--- src/common/id_pkg.sv ---
package id_pkg;

	// widths with a meaning of their own
	typedef logic [31:0] instr_t;
	typedef logic [31:0] data_t;
	typedef logic [4:0] reg_addr_t;

	// major opcodes of the integer subset
	typedef enum logic [6:0] {
		OPCODE_LOAD   = 7'h03,
		OPCODE_OP_IMM = 7'h13,
		OPCODE_AUIPC  = 7'h17,
		OPCODE_STORE  = 7'h23,
		OPCODE_OP     = 7'h33,
		OPCODE_LUI    = 7'h37,
		OPCODE_BRANCH = 7'h63,
		OPCODE_JALR   = 7'h67,
		OPCODE_JAL    = 7'h6f
	} opcode_e;

	typedef enum logic [4:0] {
		ALU_ADD, ALU_SUB, ALU_XOR, ALU_OR, ALU_AND,
		ALU_SLL, ALU_SRL, ALU_SRA, ALU_SLT, ALU_SLTU,
		// comparisons used by branches
		ALU_EQ, ALU_NE, ALU_LT, ALU_GE, ALU_LTU, ALU_GEU
	} alu_op_e;

	// operand a source, fwd is the last lsu address
	typedef enum logic [1:0] {OP_A_REG_A, OP_A_FWD, OP_A_CURRPC, OP_A_ZERO} op_a_sel_e;

	typedef enum logic {OP_B_REG_B, OP_B_IMM} op_b_sel_e;

	typedef enum logic [2:0] {
		IMM_B_I, IMM_B_S, IMM_B_B, IMM_B_U, IMM_B_J,
		IMM_B_INCR_PC, IMM_B_INCR_ADDR
	} imm_b_sel_e;

	typedef enum logic [1:0] {LSU_TYPE_W = 2'd0, LSU_TYPE_H = 2'd1, LSU_TYPE_B = 2'd2} lsu_type_e;

	typedef enum logic {FIRST_CYCLE, MULTI_CYCLE} id_state_e;

endpackage

--- src/decoder/id_decoder.sv ---
`timescale 1ns/1ps

module id_decoder import id_pkg::*; #(
	parameter bit RV32E = 1'b0
) (
	input  instr_t     instr_i,
	input  logic       instr_first_cycle_i,
	output reg_addr_t  rf_raddr_a_o,
	output reg_addr_t  rf_raddr_b_o,
	output reg_addr_t  rf_waddr_o,
	output logic       rf_we_o,
	output alu_op_e    alu_operator_o,
	output op_a_sel_e  op_a_sel_o,
	output op_b_sel_e  op_b_sel_o,
	output imm_b_sel_e imm_b_sel_o,
	output logic       lsu_req_o,
	output logic       lsu_we_o,
	output lsu_type_e  lsu_type_o,
	output logic       lsu_sign_ext_o,
	output logic       branch_in_dec_o,
	output logic       jump_in_dec_o,
	output logic       illegal_insn_o
);

	opcode_e opcode;
	logic [2:0] funct3;
	logic [6:0] funct7;
	logic rs1_used;
	logic rs2_used;
	logic rd_used;

	assign opcode = opcode_e'(instr_i[6:0]);
	assign funct3 = instr_i[14:12];
	assign funct7 = instr_i[31:25];

	assign rf_raddr_a_o = instr_i[19:15];
	assign rf_raddr_b_o = instr_i[24:20];
	assign rf_waddr_o   = instr_i[11:7];

	always_comb begin
		rf_we_o         = 1'b0;
		alu_operator_o  = ALU_ADD;
		op_a_sel_o      = OP_A_REG_A;
		op_b_sel_o      = OP_B_IMM;
		imm_b_sel_o     = IMM_B_I;
		lsu_req_o       = 1'b0;
		lsu_we_o        = 1'b0;
		lsu_type_o      = LSU_TYPE_W;
		lsu_sign_ext_o  = 1'b0;
		branch_in_dec_o = 1'b0;
		jump_in_dec_o   = 1'b0;
		illegal_insn_o  = 1'b0;
		rs1_used        = 1'b1;
		rs2_used        = 1'b0;
		rd_used         = 1'b1;

		case (opcode)
			OPCODE_JAL, OPCODE_JALR: begin
				jump_in_dec_o = 1'b1;
				rs1_used      = (opcode == OPCODE_JALR);
				if (opcode == OPCODE_JALR && funct3 != 3'b000) illegal_insn_o = 1'b1;
				if (instr_first_cycle_i) begin
					// target: pc + j-imm or rs1 + i-imm
					op_a_sel_o  = (opcode == OPCODE_JAL) ? OP_A_CURRPC : OP_A_REG_A;
					imm_b_sel_o = (opcode == OPCODE_JAL) ? IMM_B_J : IMM_B_I;
				end else begin
					// link address in the second cycle
					op_a_sel_o  = OP_A_CURRPC;
					imm_b_sel_o = IMM_B_INCR_PC;
					rf_we_o     = 1'b1;
				end
			end
			OPCODE_BRANCH: begin
				branch_in_dec_o = 1'b1;
				rs2_used        = 1'b1;
				rd_used         = 1'b0;
				if (instr_first_cycle_i) begin
					op_b_sel_o = OP_B_REG_B;
					case (funct3)
						3'b000:  alu_operator_o = ALU_EQ;
						3'b001:  alu_operator_o = ALU_NE;
						3'b100:  alu_operator_o = ALU_LT;
						3'b101:  alu_operator_o = ALU_GE;
						3'b110:  alu_operator_o = ALU_LTU;
						3'b111:  alu_operator_o = ALU_GEU;
						default: illegal_insn_o = 1'b1;
					endcase
				end else begin
					op_a_sel_o  = OP_A_CURRPC;
					imm_b_sel_o = IMM_B_B;
				end
			end
			OPCODE_LOAD: begin
				lsu_req_o      = 1'b1;
				rf_we_o        = 1'b1;
				lsu_sign_ext_o = ~funct3[2];
				case (funct3[1:0])
					2'b00:   lsu_type_o = LSU_TYPE_B;
					2'b01:   lsu_type_o = LSU_TYPE_H;
					2'b10:   lsu_type_o = LSU_TYPE_W;
					default: illegal_insn_o = 1'b1;
				endcase
				// no unsigned word load in rv32
				if (funct3 == 3'b110) illegal_insn_o = 1'b1;
			end
			OPCODE_STORE: begin
				lsu_req_o   = 1'b1;
				lsu_we_o    = 1'b1;
				imm_b_sel_o = IMM_B_S;
				rs2_used    = 1'b1;
				rd_used     = 1'b0;
				case (funct3)
					3'b000:  lsu_type_o = LSU_TYPE_B;
					3'b001:  lsu_type_o = LSU_TYPE_H;
					3'b010:  lsu_type_o = LSU_TYPE_W;
					default: illegal_insn_o = 1'b1;
				endcase
			end
			OPCODE_LUI, OPCODE_AUIPC: begin
				op_a_sel_o  = (opcode == OPCODE_LUI) ? OP_A_ZERO : OP_A_CURRPC;
				imm_b_sel_o = IMM_B_U;
				rf_we_o     = 1'b1;
				rs1_used    = 1'b0;
			end
			OPCODE_OP_IMM: begin
				rf_we_o = 1'b1;
				case (funct3)
					3'b000: alu_operator_o = ALU_ADD;
					3'b010: alu_operator_o = ALU_SLT;
					3'b011: alu_operator_o = ALU_SLTU;
					3'b100: alu_operator_o = ALU_XOR;
					3'b110: alu_operator_o = ALU_OR;
					3'b111: alu_operator_o = ALU_AND;
					3'b001: begin
						alu_operator_o = ALU_SLL;
						if (funct7 != 7'b0000000) illegal_insn_o = 1'b1;
					end
					default: begin
						// srli or srai, shamt in [24:20]
						alu_operator_o = funct7[5] ? ALU_SRA : ALU_SRL;
						if ({funct7[6], funct7[4:0]} != 6'b0) illegal_insn_o = 1'b1;
					end
				endcase
			end
			OPCODE_OP: begin
				rf_we_o    = 1'b1;
				op_b_sel_o = OP_B_REG_B;
				rs2_used   = 1'b1;
				case ({funct7, funct3})
					{7'b0000000, 3'b000}: alu_operator_o = ALU_ADD;
					{7'b0100000, 3'b000}: alu_operator_o = ALU_SUB;
					{7'b0000000, 3'b001}: alu_operator_o = ALU_SLL;
					{7'b0000000, 3'b010}: alu_operator_o = ALU_SLT;
					{7'b0000000, 3'b011}: alu_operator_o = ALU_SLTU;
					{7'b0000000, 3'b100}: alu_operator_o = ALU_XOR;
					{7'b0000000, 3'b101}: alu_operator_o = ALU_SRL;
					{7'b0100000, 3'b101}: alu_operator_o = ALU_SRA;
					{7'b0000000, 3'b110}: alu_operator_o = ALU_OR;
					{7'b0000000, 3'b111}: alu_operator_o = ALU_AND;
					default:              illegal_insn_o = 1'b1;
				endcase
			end
			default: illegal_insn_o = 1'b1;
		endcase

		// rv32e has only x0..x15
		if (RV32E && ((rs1_used && instr_i[19]) || (rs2_used && instr_i[24]) ||
				(rd_used && instr_i[11]))) begin
			illegal_insn_o = 1'b1;
		end

		if (illegal_insn_o) begin
			rf_we_o         = 1'b0;
			lsu_req_o       = 1'b0;
			lsu_we_o        = 1'b0;
			branch_in_dec_o = 1'b0;
			jump_in_dec_o   = 1'b0;
		end
	end

	// the fsm picks its path by one class only
	always_comb begin
		a_one_class: assert final ($onehot0({branch_in_dec_o, jump_in_dec_o, lsu_req_o}))
			else $error("more than one instruction class decoded");
	end

endmodule

--- src/verilog/id_fsm.sv ---
`timescale 1ns/1ps

module id_fsm import id_pkg::*; (
	input  logic clk_i,
	input  logic rst_ni,
	input  logic instr_valid_i,
	input  logic illegal_insn_i,
	input  logic rf_we_dec_i,
	input  logic lsu_req_dec_i,
	input  logic branch_in_dec_i,
	input  logic jump_in_dec_i,
	input  logic branch_decision_i,
	input  logic lsu_resp_valid_i,
	output logic instr_first_cycle_o,
	output logic rf_we_o,
	output logic lsu_req_o,
	output logic pc_set_o,
	output logic instr_done_o
);

	id_state_e state_q;
	id_state_e state_d;
	logic branch_set_q;
	logic branch_set_d;
	logic set_done_q;
	logic set_done_d;
	logic jump_set_raw;
	logic stall_mem;
	logic stall_branch;
	logic stall_jump;

	assign instr_first_cycle_o = instr_valid_i & (state_q == FIRST_CYCLE);

	always_comb begin
		state_d      = state_q;
		branch_set_d = 1'b0;
		jump_set_raw = 1'b0;
		stall_branch = 1'b0;
		stall_jump   = 1'b0;
		if (instr_valid_i) begin
			case (state_q)
				FIRST_CYCLE: begin
					if (lsu_req_dec_i) begin
						state_d = MULTI_CYCLE;
					end else if (branch_in_dec_i) begin
						// taken branch needs a second cycle for the target
						state_d      = branch_decision_i ? MULTI_CYCLE : FIRST_CYCLE;
						stall_branch = branch_decision_i;
						branch_set_d = branch_decision_i;
					end else if (jump_in_dec_i) begin
						state_d      = MULTI_CYCLE;
						stall_jump   = 1'b1;
						jump_set_raw = 1'b1;
					end
				end
				default: begin
					if (!lsu_req_dec_i || lsu_resp_valid_i) state_d = FIRST_CYCLE;
				end
			endcase
		end
	end

	// response in the request cycle belongs to an earlier access
	assign stall_mem = instr_valid_i & lsu_req_dec_i & (~lsu_resp_valid_i | instr_first_cycle_o);

	assign instr_done_o = instr_valid_i & ~(stall_mem | stall_branch | stall_jump);

	// pc set at most once per instruction
	assign set_done_d = (branch_set_q | jump_set_raw | set_done_q) & ~instr_done_o;
	assign pc_set_o   = (branch_set_q | jump_set_raw) & ~set_done_q;

	assign rf_we_o   = rf_we_dec_i & instr_done_o & ~illegal_insn_i;
	assign lsu_req_o = lsu_req_dec_i & instr_first_cycle_o & ~illegal_insn_i;

	always_ff @(posedge clk_i or negedge rst_ni) begin
		if (!rst_ni) begin
			state_q      <= FIRST_CYCLE;
			branch_set_q <= 1'b0;
			set_done_q   <= 1'b0;
		end else begin
			state_q      <= state_d;
			branch_set_q <= branch_set_d;
			set_done_q   <= set_done_d;
		end
	end

	a_pc_set_once: assert property (@(posedge clk_i) disable iff (!rst_ni)
		pc_set_o && !instr_done_o |=> !pc_set_o)
		else $error("pc_set_o raised twice for one instruction");

	a_lsu_req_first: assert property (@(posedge clk_i) disable iff (!rst_ni)
		lsu_req_o |=> !lsu_req_o)
		else $error("lsu request outside the first cycle");

endmodule

--- src/verilog/id_operands.sv ---
`timescale 1ns/1ps

module id_operands import id_pkg::*; (
	input  instr_t     instr_i,
	input  logic       instr_is_compressed_i,
	input  data_t      pc_i,
	input  data_t      rf_rdata_a_i,
	input  data_t      rf_rdata_b_i,
	input  data_t      lsu_addr_last_i,
	input  data_t      result_ex_i,
	input  logic       lsu_addr_incr_req_i,
	input  op_a_sel_e  op_a_sel_i,
	input  op_b_sel_e  op_b_sel_i,
	input  imm_b_sel_e imm_b_sel_i,
	output data_t      alu_operand_a_o,
	output data_t      alu_operand_b_o,
	output data_t      rf_wdata_o
);

	data_t imm_i_type;
	data_t imm_s_type;
	data_t imm_b_type;
	data_t imm_u_type;
	data_t imm_j_type;
	data_t imm_b;
	op_a_sel_e op_a_sel;
	op_b_sel_e op_b_sel;
	imm_b_sel_e imm_b_sel;

	assign imm_i_type = {{20{instr_i[31]}}, instr_i[31:20]};
	assign imm_s_type = {{20{instr_i[31]}}, instr_i[31:25], instr_i[11:7]};
	assign imm_b_type = {{19{instr_i[31]}}, instr_i[31], instr_i[7], instr_i[30:25],
		instr_i[11:8], 1'b0};
	assign imm_u_type = {instr_i[31:12], 12'b0};
	assign imm_j_type = {{12{instr_i[31]}}, instr_i[19:12], instr_i[20], instr_i[30:21], 1'b0};

	// lsu second access: last address + 4
	assign op_a_sel  = lsu_addr_incr_req_i ? OP_A_FWD : op_a_sel_i;
	assign op_b_sel  = lsu_addr_incr_req_i ? OP_B_IMM : op_b_sel_i;
	assign imm_b_sel = lsu_addr_incr_req_i ? IMM_B_INCR_ADDR : imm_b_sel_i;

	always_comb begin
		case (op_a_sel)
			OP_A_REG_A:  alu_operand_a_o = rf_rdata_a_i;
			OP_A_FWD:    alu_operand_a_o = lsu_addr_last_i;
			OP_A_CURRPC: alu_operand_a_o = pc_i;
			default:     alu_operand_a_o = '0;
		endcase
	end

	always_comb begin
		case (imm_b_sel)
			IMM_B_I:       imm_b = imm_i_type;
			IMM_B_S:       imm_b = imm_s_type;
			IMM_B_B:       imm_b = imm_b_type;
			IMM_B_U:       imm_b = imm_u_type;
			IMM_B_J:       imm_b = imm_j_type;
			// link offset depends on instruction size
			IMM_B_INCR_PC: imm_b = instr_is_compressed_i ? 32'd2 : 32'd4;
			default:       imm_b = 32'd4;
		endcase
	end

	assign alu_operand_b_o = (op_b_sel == OP_B_IMM) ? imm_b : rf_rdata_b_i;

	assign rf_wdata_o = result_ex_i;

endmodule

--- src/verilog/id_stage.sv ---
`timescale 1ns/1ps

module id_stage import id_pkg::*; #(
	parameter bit RV32E = 1'b0
) (
	input  logic      clk_i,
	input  logic      rst_ni,
	input  logic      instr_valid_i,
	input  instr_t    instr_rdata_i,
	input  logic      instr_is_compressed_i,
	input  data_t     pc_id_i,
	input  data_t     rf_rdata_a_i,
	input  data_t     rf_rdata_b_i,
	input  logic      branch_decision_i,
	input  logic      lsu_resp_valid_i,
	input  logic      lsu_addr_incr_req_i,
	input  data_t     lsu_addr_last_i,
	input  data_t     result_ex_i,
	output reg_addr_t rf_raddr_a_o,
	output reg_addr_t rf_raddr_b_o,
	output reg_addr_t rf_waddr_o,
	output logic      rf_we_o,
	output data_t     rf_wdata_o,
	output alu_op_e   alu_operator_o,
	output data_t     alu_operand_a_o,
	output data_t     alu_operand_b_o,
	output logic      lsu_req_o,
	output logic      lsu_we_o,
	output lsu_type_e lsu_type_o,
	output logic      lsu_sign_ext_o,
	output data_t     lsu_wdata_o,
	output logic      pc_set_o,
	output logic      illegal_insn_o,
	output logic      instr_done_o
);

	logic instr_first_cycle;
	logic rf_we_dec;
	logic lsu_req_dec;
	logic branch_in_dec;
	logic jump_in_dec;
	logic illegal_insn_dec;
	op_a_sel_e op_a_sel;
	op_b_sel_e op_b_sel;
	imm_b_sel_e imm_b_sel;

	id_decoder #(
		.RV32E(RV32E)
	) decoder_i (
		.instr_i             (instr_rdata_i),
		.instr_first_cycle_i (instr_first_cycle),
		.rf_raddr_a_o        (rf_raddr_a_o),
		.rf_raddr_b_o        (rf_raddr_b_o),
		.rf_waddr_o          (rf_waddr_o),
		.rf_we_o             (rf_we_dec),
		.alu_operator_o      (alu_operator_o),
		.op_a_sel_o          (op_a_sel),
		.op_b_sel_o          (op_b_sel),
		.imm_b_sel_o         (imm_b_sel),
		.lsu_req_o           (lsu_req_dec),
		.lsu_we_o            (lsu_we_o),
		.lsu_type_o          (lsu_type_o),
		.lsu_sign_ext_o      (lsu_sign_ext_o),
		.branch_in_dec_o     (branch_in_dec),
		.jump_in_dec_o       (jump_in_dec),
		.illegal_insn_o      (illegal_insn_dec)
	);

	// only a valid instruction can be illegal
	assign illegal_insn_o = instr_valid_i & illegal_insn_dec;

	id_operands operands_i (
		.instr_i               (instr_rdata_i),
		.instr_is_compressed_i (instr_is_compressed_i),
		.pc_i                  (pc_id_i),
		.rf_rdata_a_i          (rf_rdata_a_i),
		.rf_rdata_b_i          (rf_rdata_b_i),
		.lsu_addr_last_i       (lsu_addr_last_i),
		.result_ex_i           (result_ex_i),
		.lsu_addr_incr_req_i   (lsu_addr_incr_req_i),
		.op_a_sel_i            (op_a_sel),
		.op_b_sel_i            (op_b_sel),
		.imm_b_sel_i           (imm_b_sel),
		.alu_operand_a_o       (alu_operand_a_o),
		.alu_operand_b_o       (alu_operand_b_o),
		.rf_wdata_o            (rf_wdata_o)
	);

	id_fsm fsm_i (
		.clk_i               (clk_i),
		.rst_ni              (rst_ni),
		.instr_valid_i       (instr_valid_i),
		.illegal_insn_i      (illegal_insn_o),
		.rf_we_dec_i         (rf_we_dec),
		.lsu_req_dec_i       (lsu_req_dec),
		.branch_in_dec_i     (branch_in_dec),
		.jump_in_dec_i       (jump_in_dec),
		.branch_decision_i   (branch_decision_i),
		.lsu_resp_valid_i    (lsu_resp_valid_i),
		.instr_first_cycle_o (instr_first_cycle),
		.rf_we_o             (rf_we_o),
		.lsu_req_o           (lsu_req_o),
		.pc_set_o            (pc_set_o),
		.instr_done_o        (instr_done_o)
	);

	// store data straight from the register file
	assign lsu_wdata_o = rf_rdata_b_i;

endmodule
--- config.mk ---
export PLATFORM = sky130hd
export DESIGN_NAME = id_stage
export DESIGN_NICKNAME = d
export VERILOG_FILES = /design/src/common/id_pkg.sv /design/src/decoder/id_decoder.sv /design/src/verilog/id_fsm.sv /design/src/verilog/id_operands.sv /design/src/verilog/id_stage.sv
export SDC_FILE = /design/constraint.sdc
export NUM_CORES = 1
export LEC_CHECK = 0
export BUFFER_PORTS_ARGS = -buffer_cell sky130_fd_sc_hd__buf_2
export CAP_MARGIN = 0
export CORE_AREA = 3 3 137 139
export DETAILED_ROUTE_END_ITERATION = 6
export DIE_AREA = 0 0 140 142
export GPL_TIMING_DRIVEN = 0
export PLACE_DENSITY = 0.59
export SLEW_MARGIN = 20
export SYNTH_ARGS = -nofsm -noshare
export SYNTH_HDL_FRONTEND = slang
export SYNTH_SLANG_ARGS = --single-unit
--- constraint.sdc ---
create_clock -name clk_i -period 2.26 [get_ports clk_i]
set_clock_uncertainty 0.1 [all_clocks]
set_input_delay 0.452 -clock clk_i [delete_from_list [all_inputs] [get_ports clk_i]]
set_output_delay 0.452 -clock clk_i [all_outputs]
set_load 0.03 [all_outputs]
Word level (Yosys, flattened, before mapping):

Cells that the tools add are included.

* register bits after elaboration: 3
* word-level logic and storage cells: 143

* eq/ne operators: 34
* multiplexer cells: 63
* bitwise operators: 23
* reduce and logical (&&, ||, !) cells: 20

Operators with widths (number)
* $pmux 32 s6: 1
* $pmux 32 s3: 1
* $eq 10x3->1 const B: 4
* $mux 1: 37
* $pmux 4 s9: 1
* $pmux 5 s7: 1
* $mux 32: 1
* $pmux 4 s6: 1
* $eq 7x6->1 const B: 3
* $eq 7x7->1 const B: 3
* $eq 10x2->1 const B: 2
* $eq 10x9->1 const B: 2
* $eq 3x3->1 const B: 6
* $pmux 5 s3: 1
* $eq 7x5->1 const B: 2
* $eq 3x2->1 const B: 4
* $mux 3: 4
* $pmux 2 s2: 3
* $pmux 3 s4: 1
* $reduce_or 6->1: 2
* $and 1x1->1: 11
* $eq 10x1->1 const B: 1
* $logic_not 10->1: 1
* $mux 2: 5
* other kinds (22): 42

Logic depth before layout (Yosys ltp):

* word-level depth: 16
* mapped depth: 8
* mapped depth without buffers: 5

By module:

From an unflattened synthesis, not the netlist that was laid out.

* cells, all modules: 357
* area total of the unflattened synthesis: 2745.1 um^2

By module, submodules not included
* id_operands: instances 1, cells each 191, area each 1552.7 um^2, seq. area each 0.0 um^2
* id_decoder: instances 1, cells each 112, area each 728.2 um^2, seq. area each 0.0 um^2
* id_stage: instances 1, cells each 33, area each 246.5 um^2, seq. area each 0.0 um^2
* id_fsm: instances 1, cells each 21, area each 217.7 um^2, seq. area each 75.1 um^2

Least setup slack after synthesis:

Ideal clock, no wire load.

* path type: input-to-output
* from: input port instr_rdata_i[1]
* to: output port alu_operand_b_o[31]
* arrival: 2.436 ns
* data required time: 1.708 ns
* setup slack: -0.728 ns
* cell stages on the path: 7
* path buffers: 2
* cell sequence: and2_1 > buf_2 > and3_1 > buf_2 > nor3_2 > a21oi_1 > o41ai_1

* word-level cells in the longest chain between the ends: 8

RTL lines
* from (decl): RTL line id_stage.sv:9 `input instr_t instr_rdata_i,`
* $eq 7x7->1: RTL line id_decoder.sv:57, id_decoder.sv:65
* $mux 3: RTL line id_decoder.sv:65 `imm_b_sel_o = (opcode == OPCODE_JAL) ? IMM_B_J : IMM_B_I;`
* $mux 3: RTL line id_decoder.sv:62 `if (instr_first_cycle_i) begin`
* $pmux 3 s4: RTL line id_decoder.sv:57 `case (opcode)`
* $mux 3: RTL line id_operands.sv:40 `assign imm_b_sel = lsu_addr_incr_req_i ? IMM_B_INCR_ADDR : imm_b_sel_i;`
* $eq 3x3->1 (tied with other cells): RTL line id_operands.sv:52 `case (imm_b_sel)`
* $pmux 32 s6: RTL line id_operands.sv:52
* $mux 32 *: RTL line id_operands.sv:64 `assign alu_operand_b_o = (op_b_sel == OP_B_IMM) ? imm_b : rf_rdata_b_i;`
* to (decl): RTL line id_stage.sv:26 `output data_t alu_operand_b_o,`

Mark *: on every way between the ends. The rest lies on a longest branch, timed or not.

Worst setup path after layout:

* from: input port instr_rdata_i[3]
* to: output port alu_operand_b_o[25]

Same word-level chain as after synthesis.

==> summary.txt <==
Outcome
  – Status: finished with violations
  – Violated checks: negative setup slack

Routing
  – Post-route DRC violation count: 0
  – Router iterations before antenna repair: 4
  – Number of antenna-violating nets in the routed design: 0
  – Vias: 4766
  – Post-DR vias/cell: 4.54
  – DR iter-0 viols: 213
  – WL final: 18500 um
  – DR WL/cell: 17.6 um

STA
  – Final period util: 119%
  – Tmin final: 2.70 ns
  – Final hold slack: 0.395 ns
  – Final Hold Viols: 0
  – Unrepaired setup endpoints after global routing: yes
  – Fmax: 370 MHz
  – Final number of setup-violating endpoints: 74
  – Fin. max-slew vios: 0
  – Setup ws final: -0.440 ns

CTS
  – CTS buffer count: 3
  – Bufs on Longest Clock Path: 2
  – CTS tree: yes
  – H-tree depth: 1
  – CTS clock-pin slew for the worst setup and hold paths: 0.03 ns
  – Total clock sinks: 3
  – Clk_lat worst skew: 0.22 ns
  – Root Driver: clkbuf_16

Floorplanning
  – Row cnt: 49
  – I/O pins: 356
  – Die boundary width: 140 um
  – Die Span Y: 142 um
  – Die ar.: 0.0199 mm^2
  – Initial Util: 16.9%
  – Core Footprint: 0.0178 mm^2

Worst setup path
  – WS Path Type: input pin to primary output
  – Setup crit end kind: primary output
  – Critical path peak fanout: 5
  – Critical path cell sequence: buf_12, nand4bb_4, nor3_4, nor3_4, buf_6, a32oi_4, buf_6, nand2_4, buf_6
  – WP depth: 9
  – CP most frequent cell: buf_6
  – Worst Path Buf+Inv: 4
  – Worst path required time: 1.71 ns
  – Worst Path Arrival: 2.15 ns
  – Worst setup SP type: input pin
  – Cells on worst reg2reg path: 8
  – Worst stage delay on the critical path: 0.34 ns
  – Family with the most delay on the worst path: simple AND/OR/NAND/NOR gates
  – Highest-delay cell along the critical path: nor3_4

Power
  – Power per cell area: 238 mW/mm^2
  – VDD IR-drop max: 0.404 mV
  – Final total power: 1.82 mW
  – Lkg Pwr: 3.69 nW

Synth
  – Synthesized area: 0.00300 mm^2
  – Mapped Nets: 617
  – Post-synth top area share: 21.5%
  – Synth warnings: 0
  – Yosys reg bits: 3
  – Dominant cell type by area after synthesis: buf_4
  – Syn_area_per_cell: 7.18 um^2
  – Area contributors post-synth: buf_4 (22%), a221o_1 (8.7%), nand2_1 (5.5%), and2_1 (5.2%), o21ai_0 (3.5%)
  – Syn Inst Count: 418
  – Post-synthesis cell type count: 76
  – Post-synthesis sequential area ratio: 2.50%
  – Post-synth EDFFs: 0
  – Synth Flop Type: dfrtp_1
  – Asr flop ratio synth: 100%

Cells and area
  – P&R area growth vs syn: 154%
  – Util after Layout: 42.9%
  – Antenna diodes: 0
  – Final nets: 1021
  – Fillcell total: 1756
  – Layout cell share with drive strength beyond 1: 83.8%
  – Final instance area: 0.00762 mm^2

Placement
  – Port bufs: 320
  – DP Wirelength: 14000 um
  – Placed inst area: 0.00547 mm^2
  – Gpl congestion: 0.883

Worst hold path
  – WHS Path Cells: 3
  – Class of the worst hold path: input pin to register

Job
  – Max_cap viols: 0

GRT
  – Vias in the first global route: 4555
  – First-pass GRT wire length: 26200 um
  – Initial antenna violation count: 0
  – GRT overflow: 0
  – Tot GR Track Use: 16.1%
  – Pin count of the biggest net entering global routing: 12
==> flip-flops by register name, summed over array words and instances (netlist names) <==
signal,cells
fsm_i.branch_set_q,1
fsm_i.set_done_q,1
fsm_i.state_q,1
==> metal layers <==
metal | up-vias | share of wire, % | GRT usage, %
met5 | - | 0 | 0
li1 | 2295 | - | -
met1 | 2259 | 41 | 21.6
met3 | 8 | 6.3 | 1.88
met2 | 204 | 52 | 29.2
met4 | 0 | 0.46 | 0.918
==> what timing repair did <==
| action | CTS | global route |
|---|---|---|
| hold endpoints to repair | 3 | 0 |
| setup buffers | 52 | 20 |
| gates cloned | 8 | 4 |
| gates resized for setup | 270 | 89 |
| pin swaps | 40 | 44 |
| endpoints found under the setup margin | 77 | 77 |
| hold buffers | 1 | 0 |
==> Yosys cell counts, types with 6 or more instances <==
library cell	number
a21oi_1	8
a221o_1	26
a22oi_1	13
and2_1	25
and3_1	8
buf_2	8
buf_4	86
clkbuf_1	11
inv_1	15
mux2i_1	10
nand2_1	44
nand3_1	6
nor2_1	15
nor3_1	7
o21ai_0	21
o21ai_1	10
o31ai_1	10
==> layout by cell type (no fill, tap or decap), drive strengths merged, types with 12 or more instances in the layout <==
| cell type | synthesis | final |
|---|---|---|
| inv | 15 | 13 |
| nor3 | 12 | 12 |
| nor2 | 16 | 17 |
| a221o | 26 | 26 |
| nand2 | 44 | 44 |
| a22oi | 14 | 14 |
| and2 | 26 | 26 |
| buf | 99 | 493 |
| o21ai | 32 | 32 |
| clkbuf | 11 | 18 |
==> power by group <==
part / leakage [nW] / total [mW] / switching [mW] / internal [mW]
Sequential: 0.0418 / 0.0550 / 0.000336 / 0.0546
Combinational: 3.61 / 1.49 / 0.802 / 0.684
Clock: 0.0382 / 0.276 / 0.0433 / 0.232
Total: 3.69 / 1.82 / 0.845 / 0.971
==> tightest hold or removal path, stage by stage <==
cell	delay, ns
buf_2	0.11
nand3_1	0.06
nor2_1	0.04
==> area by class of cell <==
class | count | area (um^2) | share of cell area [%]
buffer | 107 | 937 | 12.3
clock buffer | 4 | 78.8 | 1.03
inverter | 15 | 63.8 | 0.837
multi-input combinational | 291 | 3210 | 42.1
sequential | 3 | 75.1 | 0.985
tap | 229 | 287 | 3.76
timing repair buffer | 401 | 2970 | 39.0
==> stage by stage <==
step           instances  TNS [ns]  worst slack, ns
5_1_grt             1050    -30.30           -0.498
2_1_floorplan        418    -12.84           -0.299
3_3_place_gp         967    -46.20           -0.817
4_1_cts             1031    -25.14           -0.420
6_report            1050    -25.05           -0.440
3_5_place_dp         967    -45.95           -0.807
==> kinds of logic after synthesis <==
kind of cell / count (synthesis) / share of synthesized area (%)
xor+xnor: 1 / 0.292
other cells: 1 / 0.125
compound gates: 128 / 34.3
buf+inv: 125 / 28.0
flops: 3 / 2.50
simple gates: 148 / 30.8
mux: 11 / 3.71
fa+ha+maj: 1 / 0.333
==> worst paths after layout <==
| path | from | endpoint | slack, ns |
|---|---|---|---|
| worst max-delay path | instr_rdata_i[3] | alu_operand_b_o[25] | -0.44 |
| worst min-delay path | branch_decision_i | fsm_i.branch_set_q | 0.39 |
| worst max register to register | fsm_i.state_q | fsm_i.set_done_q | 0.32 |
| worst min register to register | fsm_i.branch_set_q | fsm_i.set_done_q | 0.53 |
| max in group asynchronous | rst_ni | fsm_i.branch_set_q | 1.49 |
| min in group asynchronous | rst_ni | fsm_i.state_q | 0.46 |
Note: power is estimated with default switching activity, not from simulation.
